## config.mk

```make
export PLATFORM = sky130hd
export DESIGN_NAME = tag_lookup_top
export DESIGN_NICKNAME = d
export VERILOG_FILES = /design/src/cache_pkg.sv /design/src/plru_if.sv /design/src/way_probe_if.sv /design/src/tag_lookup_top.sv /design/src/plru_resolve.sv /design/src/tag_way.sv /design/src/lookup_ctrl.sv
export VERILOG_INCLUDE_DIRS = /design/src
export SDC_FILE = /design/constraint.sdc
export NUM_CORES = 1
export LEC_CHECK = 0
export BUFFER_PORTS_ARGS = -buffer_cell sky130_fd_sc_hd__buf_2
export CAP_MARGIN = 20
export CELL_PAD_IN_SITES_DETAIL_PLACEMENT = 0
export CELL_PAD_IN_SITES_GLOBAL_PLACEMENT = 2
export CORE_ASPECT_RATIO = 0.8
export CORE_MARGIN = 2
export CORE_UTILIZATION = 50
export DETAILED_ROUTE_END_ITERATION = 8
export GPL_TIMING_DRIVEN = 0
export PLACE_DENSITY_LB_ADDON = 0.08
export SYNTH_ARGS = -nofsm -noshare
export SYNTH_HDL_FRONTEND = slang
export SYNTH_SLANG_ARGS = --single-unit
```

## constraint.sdc

```tcl
create_clock -name clk -period 9.3 [get_ports clk]
set_input_delay 0.465 -clock clk [delete_from_list [all_inputs] [get_ports clk]]
set_output_delay 0.465 -clock clk [all_outputs]
set_load 0.02 [all_outputs]
```

## src/cache_settings.svh

```systemverilog
`ifndef CACHE_SETTINGS_SVH
`define CACHE_SETTINGS_SVH

// Associativity is fixed by the tree PLRU, which only covers four ways.
`define CACHE_WAYS 4

// Sets per way bank.
`define CACHE_SETS 16

// Tag width in bits.
`define CACHE_TAG_BITS 8

`endif
```

## src/cache_pkg.sv

```systemverilog
`default_nettype none

`include "cache_settings.svh"

package cache_pkg;

    typedef logic [$clog2(`CACHE_SETS)-1:0] set_index_t;
    typedef logic [`CACHE_TAG_BITS-1:0]     tag_t;
    typedef logic [$clog2(`CACHE_WAYS)-1:0] way_t;
    typedef logic [`CACHE_WAYS-1:0]         way_mask_t;

    // Bit 0 is the root, bit 1 the left pair, bit 2 the right pair.
    typedef logic [`CACHE_WAYS-2:0]         plru_bits_t;

    typedef enum logic [1:0] {
        IDLE,
        PROBE,
        RESPOND,
        RELEASE
    } ctrl_state_t;

endpackage

`default_nettype wire

```

## src/plru_if.sv

```systemverilog
`timescale 1ns/1ps
`default_nettype none

interface plru_if;

    // Resolver results for the probed set.
    logic                  hit_any;
    cache_pkg::way_t       hit_way;
    cache_pkg::way_t       victim_way;
    // Tree update request from the controller.
    cache_pkg::set_index_t index;
    logic                  update_en;
    cache_pkg::way_t       update_way;

    modport ctrl (
        input  hit_any,
        input  hit_way,
        input  victim_way,
        output index,
        output update_en,
        output update_way
    );

    modport resolver (
        output hit_any,
        output hit_way,
        output victim_way,
        input  index,
        input  update_en,
        input  update_way
    );

endinterface

`default_nettype wire

```

## src/way_probe_if.sv

```systemverilog
`timescale 1ns/1ps
`default_nettype none

interface way_probe_if;

    cache_pkg::set_index_t index;
    cache_pkg::tag_t       tag;
    // One-hot write strobe, all zero when nothing is filled.
    cache_pkg::way_mask_t  fill_mask;
    // One bit per bank, each bank drives its own bit.
    cache_pkg::way_mask_t  hit_mask;
    cache_pkg::way_mask_t  valid_mask;

    modport ctrl (
        output index,
        output tag,
        output fill_mask
    );

    modport bank (
        input  index,
        input  tag,
        input  fill_mask,
        output hit_mask,
        output valid_mask
    );

    modport drain (
        input hit_mask,
        input valid_mask
    );

endinterface

`default_nettype wire

```

## src/tag_lookup_top.sv

```systemverilog
`timescale 1ns/1ps
`default_nettype none

`include "cache_settings.svh"

module tag_lookup_top (
    input  logic                  clk,
    input  logic                  rst,
    input  logic                  req,
    input  cache_pkg::set_index_t index,
    input  cache_pkg::tag_t       tag,
    output logic                  ack,
    output logic                  hit,
    output cache_pkg::way_t       way
);

    way_probe_if probe_bus ();
    plru_if      lru_bus ();

    lookup_ctrl u_ctrl (
        .clk   (clk),
        .rst   (rst),
        .req   (req),
        .index (index),
        .tag   (tag),
        .ack   (ack),
        .hit   (hit),
        .way   (way),
        .probe (probe_bus.ctrl),
        .lru   (lru_bus.ctrl)
    );

    // One bank per way, each owns its bit of the hit and valid masks.
    for (genvar w = 0; w < `CACHE_WAYS; w++) begin : g_way
        tag_way #(
            .WAY_ID (w)
        ) u_way (
            .clk   (clk),
            .rst   (rst),
            .probe (probe_bus.bank)
        );
    end

    plru_resolve u_plru (
        .clk   (clk),
        .rst   (rst),
        .probe (probe_bus.drain),
        .lru   (lru_bus.resolver)
    );

endmodule

`default_nettype wire

```

## src/plru_resolve.sv

```systemverilog
`timescale 1ns/1ps
`default_nettype none

`include "cache_settings.svh"

module plru_resolve (
    input logic        clk,
    input logic        rst,
    way_probe_if.drain probe,
    plru_if.resolver   lru
);

    cache_pkg::plru_bits_t plru_state [`CACHE_SETS];
    cache_pkg::plru_bits_t cur_bits;
    cache_pkg::plru_bits_t next_bits;

    // Walk the tree from the root down to the way it points at.
    function automatic cache_pkg::way_t tree_victim(input cache_pkg::plru_bits_t bits);
        cache_pkg::way_t w;
        if (bits[0]) begin
            w = {1'b1, bits[2]};
        end else begin
            w = {1'b0, bits[1]};
        end
        return w;
    endfunction

    // Point the root and the touched pair away from the accessed way.
    function automatic cache_pkg::plru_bits_t tree_touch(
        input cache_pkg::plru_bits_t bits,
        input cache_pkg::way_t       w
    );
        cache_pkg::plru_bits_t nb;
        nb    = bits;
        nb[0] = ~w[1];
        if (w[1]) begin
            nb[2] = ~w[0];
        end else begin
            nb[1] = ~w[0];
        end
        return nb;
    endfunction

    assign cur_bits  = plru_state[lru.index];
    assign next_bits = tree_touch(cur_bits, lru.update_way);

    assign lru.hit_any = |probe.hit_mask;

    // At most one bank hits, lowest index taken if that ever breaks.
    always_comb begin
        lru.hit_way = '0;
        for (int i = `CACHE_WAYS - 1; i >= 0; i--) begin
            if (probe.hit_mask[i]) begin
                lru.hit_way = cache_pkg::way_t'(i);
            end
        end
    end

    // An empty way is always preferred over evicting a live one.
    always_comb begin
        lru.victim_way = tree_victim(cur_bits);
        for (int i = `CACHE_WAYS - 1; i >= 0; i--) begin
            if (!probe.valid_mask[i]) begin
                lru.victim_way = cache_pkg::way_t'(i);
            end
        end
    end

    always_ff @(posedge clk or posedge rst) begin
        if (rst) begin
            plru_state <= '{default: '0};
        end else if (lru.update_en) begin
            plru_state[lru.index] <= next_bits;
        end
    end

endmodule

`default_nettype wire

```

## src/tag_way.sv

```systemverilog
`timescale 1ns/1ps
`default_nettype none

`include "cache_settings.svh"

module tag_way #(
    parameter int WAY_ID = 0
) (
    input logic       clk,
    input logic       rst,
    way_probe_if.bank probe
);

    logic [`CACHE_SETS-1:0] valid;
    cache_pkg::tag_t        tags [`CACHE_SETS];

    logic fill;

    assign fill = probe.fill_mask[WAY_ID];

    // Compare against the probed set.
    assign probe.valid_mask[WAY_ID] = valid[probe.index];
    assign probe.hit_mask[WAY_ID]   = valid[probe.index] &&
                                      (tags[probe.index] == probe.tag);

    always_ff @(posedge clk or posedge rst) begin
        if (rst) begin
            valid <= '0;
        end else if (fill) begin
            valid[probe.index] <= 1'b1;
        end
    end

    always_ff @(posedge clk) begin
        if (fill) begin
            tags[probe.index] <= probe.tag;
        end
    end

endmodule

`default_nettype wire

```

## src/lookup_ctrl.sv

```systemverilog
`timescale 1ns/1ps
`default_nettype none

module lookup_ctrl (
    input  logic                  clk,
    input  logic                  rst,
    input  logic                  req,
    input  cache_pkg::set_index_t index,
    input  cache_pkg::tag_t       tag,
    output logic                  ack,
    output logic                  hit,
    output cache_pkg::way_t       way,
    way_probe_if.ctrl             probe,
    plru_if.ctrl                  lru
);

    cache_pkg::ctrl_state_t state;
    cache_pkg::set_index_t  req_index;
    cache_pkg::tag_t        req_tag;
    cache_pkg::way_t        chosen_way;
    logic                   update_en;

    // Hit way wins, otherwise the resolver's victim gets the fill.
    assign chosen_way = lru.hit_any ? lru.hit_way : lru.victim_way;

    // The banks and the resolver see the captured request, not the live ports.
    assign probe.index = req_index;
    assign probe.tag   = req_tag;
    assign lru.index   = req_index;

    // The response registers hold the chosen way during the update cycle.
    assign lru.update_en  = update_en;
    assign lru.update_way = way;

    // Fill strobe shares the update pulse and only fires on a miss.
    always_comb begin
        probe.fill_mask = '0;
        if (update_en && !hit) begin
            probe.fill_mask = cache_pkg::way_mask_t'(1) << way;
        end
    end

    // Request capture.
    always_ff @(posedge clk) begin
        if (state == cache_pkg::IDLE && req) begin
            req_index <= index;
            req_tag   <= tag;
        end
    end

    always_ff @(posedge clk or posedge rst) begin
        if (rst) begin
            state     <= cache_pkg::IDLE;
            ack       <= 1'b0;
            hit       <= 1'b0;
            way       <= '0;
            update_en <= 1'b0;
        end else begin
            update_en <= 1'b0;
            case (state)
                cache_pkg::IDLE: begin
                    if (req) begin
                        state <= cache_pkg::PROBE;
                    end
                end
                cache_pkg::PROBE: begin
                    hit       <= lru.hit_any;
                    way       <= chosen_way;
                    update_en <= 1'b1;
                    ack       <= 1'b1;
                    state     <= cache_pkg::RESPOND;
                end
                cache_pkg::RESPOND: begin
                    // Client back-pressure, ack holds until req is seen low.
                    if (!req) begin
                        ack   <= 1'b0;
                        state <= cache_pkg::RELEASE;
                    end
                end
                cache_pkg::RELEASE: begin
                    state <= cache_pkg::IDLE;
                end
                default: begin
                    state <= cache_pkg::IDLE;
                end
            endcase
        end
    end

endmodule

`default_nettype wire

```

==> impl_results.md <==
* Outcome: finished clean
* Initial DRC Count at 1446
* Global-route wire length before repair at 99700 um
* Port Buffers at 18
* Critical path peak fanout at 10
* Top cell type by total area after synthesis: sky130_fd_sc_hd__edfxtp_1
* Synth unique cells at 63
* Most common library cells after synthesis: 524 x sky130_fd_sc_hd__edfxtp_1, 131 x sky130_fd_sc_hd__mux4_2, 119 x sky130_fd_sc_hd__dfrtp_1
* Final setup fails at 0
* Count of cells along the worst hold path at 1
* Detailed Route WL at 69100 um
* Average vias per placed instance at 6.07
* Routability congestion estimate at 0.849
* Count leader, synth: sky130_fd_sc_hd__edfxtp_1
* Vertical extent of the die at 208 um
* Area of the mapped netlist at 26000 sq um
* Layout-stage area growth over the synthesis result at 14.9%
* Arrival time of the worst setup path at 5.15 ns
* Overall fraction of global-route tracks in use at 26.5%
* CTS Hold Bufs at 1
* Min cycle time layout at 4.65 ns
* Clk sinks at 647
* Cell type of the slowest stage on the worst timing path: sky130_fd_sc_hd__buf_1
* Data required time of the critical path at 9.80 ns
* Ratio of cells with drive above 1 in the final layout at 25.2%
* Commonest register cell after synthesis: sky130_fd_sc_hd__edfxtp_1
* Number of enable flip-flop cells after synthesis at 524
* Max Cap Viol at 0
* Kind of critical path: reg -> reg
* Total design power at 8.06 mW
* Peak Freq at 215 MHz
* Worst hold-check path type: in -> reg
* FFs w/ async S/R, synth at 18.4%
* Cells resized by post-CTS repair at 0
* Total I/O pin count at 19
* Peak supply drop at 0.000169 V
* Clock Latency Late Sink at 0.61 ns
* Average footprint of a synthesized cell at 18.3 sq um
* Hold Worst Slack at 0.0331 ns
* End point of the worst hold path: u_ctrl.probe.tag[6]
* Number of antenna violations at the first check in global routing at 0
* Total inserted antenna cells at 0
* Maximum clock skew at final layout at 0.0256 ns
* R2R Setup Slk at 4.65 ns
* Final hold violation count at 0
* Total of flip-flops plus latches after synthesis at 647
* Global route total overflow at 0
* Worst slew pin tran at 1.18 ns
* Drt wl/cell at 30.2 um
* Post-Syn Instances at 1421
* Dpl hpwl at 46900 um
* Post-synthesis net count at 1440
* Total of warnings raised by yosys at 0
* Pin count of the biggest net entering global routing at 71
* Cell row count at 74
* Floorplan die width at 259 um
* Path depth of the worst reg2reg path at 10
* Placed Area at 27600 sq um
* Dominant cells by area after synthesis: sky130_fd_sc_hd__edfxtp_1 60%, sky130_fd_sc_hd__dfrtp_1 11%, sky130_fd_sc_hd__mux4_2 11%, sky130_fd_sc_hd__mux2i_1 2.3%, sky130_fd_sc_hd__mux4_1 2.0%
* Core box area at 51200 sq um
* DRC violations left at 0
* CP startpoint kind: flop
* Starting density of the core at 50.8%
* First-pass iteration count of the detailed router at 5
* Destination of the worst register-to-register timing path: u_ctrl.lru.update_way[1]
* Hold_sp: tag[6]
* TritonCTS clock tree: built
* Fraction of synthesized cell area taken by the top area cell type at 60.5%
* Final worst path period share at 50.1%
* RSZ-0062 raised after global routing: false
* Power density of the placed cells at 269 nW/um^2
* CTS clk-pin slew, worst paths at 0.06 ns
* Cells traversed along the worst timing path: buf_4, buf_1, buf_1, mux4_2, mux2i_1, xor2_1, o2111ai_1, nor4_2, nor2_1, a31o_1
* Buffers from clock root to sink, at most at 3
* Post-route cell area at 29900 sq um
* Static power due to leakage at 10.6 nW
* Vias in the first global route at 13990
* Part of the Yosys area used for sequential elements at 72.2%
* Setup crit end kind: flop
* Via Count at 13881
* Fin nets at 1568
* Routed Antenna Nets at 0
* Area enclosed by the die boundary at 53900 sq um
* Slowest Stage Delay on Critical Path at 0.87 ns
* Number of buffers added by the clock tree synthesis step at 66
* Post-CTS Setup Repair Bufs at 0
* Top cell by count, worst path: sky130_fd_sc_hd__buf_1
* Buffer cell driving the clock tree root: sky130_fd_sc_hd__clkbuf_16
* Depth of the CTS H-tree at 3
* Count of pins over their slew limit at 0
* Total Negative Setup Slacks at 0 ns
* Headroom to the max-slew limit at 21.0%
==> where the power goes <==
part	switching, mW	internal, mW	total [mW]
registers	0.126	3.40	3.53
clock network	1.09	1.61	2.71
logic	1.05	0.769	1.82
==> routing by layer <==
metal	track usage [%]	vias to the layer above	part of all wire, %
li1	-	5875	-
met1	38.8	7400	44
met5	0	-	0
met2	39.7	506	46
met4	7.55	0	2.5
met3	6.85	100	7.5
==> through the flow <==
stage | instances | util [%] | setup WS, ns
6_report | 2286 | 58.4 | 4.65
3_3_place_gp | 2123 | 52.7 | 4.03
5_1_grt | 2286 | 58.4 | 4.46
3_5_place_dp | 2152 | 53.8 | 4.63
2_1_floorplan | 1421 | - | 5.68
4_1_cts | 2274 | 58.2 | 4.60
==> worst max-delay path: cells and delay by family (launching register included) <==
| kind | cells | cell delay [ns] |
|---|---|---|
| compound gates | 2 | 0.44 |
| xor+xnor | 1 | 0.19 |
| buf+inv | 3 | 1.90 |
| flops | 1 | 0.51 |
| mux | 2 | 0.72 |
| simple gates | 2 | 0.78 |
==> registers in the layout, summed over array words and instances, names as in the netlist, 2 cells and up, named ones only <==
register / cells
g_way.u_way.valid: 64
u_plru.plru_state: 48
u_ctrl.state: 2
u_ctrl.lru.update_way: 2
u_ctrl.probe.tag: 8
u_ctrl.lru.index: 4
g_way.u_way.tags: 512
==> area by class of cell <==
cell class / instances / area [sq um]
well taps: 684 / 856
inverters: 15 / 61.3
plain buffers: 74 / 419
clock inverters: 25 / 275
repair buffers: 60 / 817
clock buffers: 96 / 1930
fillers: 3859 / 21300
multi-input cells: 685 / 6760
flip-flops and latches: 647 / 18800
==> placed cells by master (no fill, tap or decap), types with 20 or more instances in the layout <==
cell	instances
sky130_fd_sc_hd__mux4_1	20
sky130_fd_sc_hd__buf_2	38
sky130_fd_sc_hd__nand2_1	88
sky130_fd_sc_hd__nand3_1	22
sky130_fd_sc_hd__clkbuf_16	71
sky130_fd_sc_hd__or2_2	64
sky130_fd_sc_hd__mux2i_1	59
sky130_fd_sc_hd__clkbuf_1	49
sky130_fd_sc_hd__nor2_1	83
sky130_fd_sc_hd__xnor2_1	20
sky130_fd_sc_hd__mux4_2	131
sky130_fd_sc_hd__o21ai_0	61
sky130_fd_sc_hd__dfrtp_1	119
sky130_fd_sc_hd__edfxtp_1	524
==> how the worst max path moves through the flow <==
| stage | cells after the start | slack, ns | startpoint | end |
|---|---|---|---|---|
| floorplan | 1 | 5.68 | rst | g_way[0].u_way.valid[0] |
| global placement | 2 | 4.03 | rst | g_way[3].u_way.valid[7] |
| detailed placement | 10 | 4.63 | flop | u_ctrl.lru.update_way[1] |
| CTS | 10 | 4.60 | flop | u_ctrl.lru.update_way[1] |
| global route | 10 | 4.46 | flop | u_ctrl.lru.update_way[1] |
| finish | 10 | 4.65 | flop | u_ctrl.lru.update_way[1] |
==> kinds of logic after synthesis <==
group                    synth area share, %
multiplexers                            16.1
flip-flops                              72.2
adder cells (fa/ha/maj)                0.192
XOR/XNOR                               0.875
AND/OR/NAND/NOR                         5.68
buffers and inverters                   1.83
AO/OA/AOI/OAI                           3.12
No activity file was read; power rests on OpenSTA's default activity.
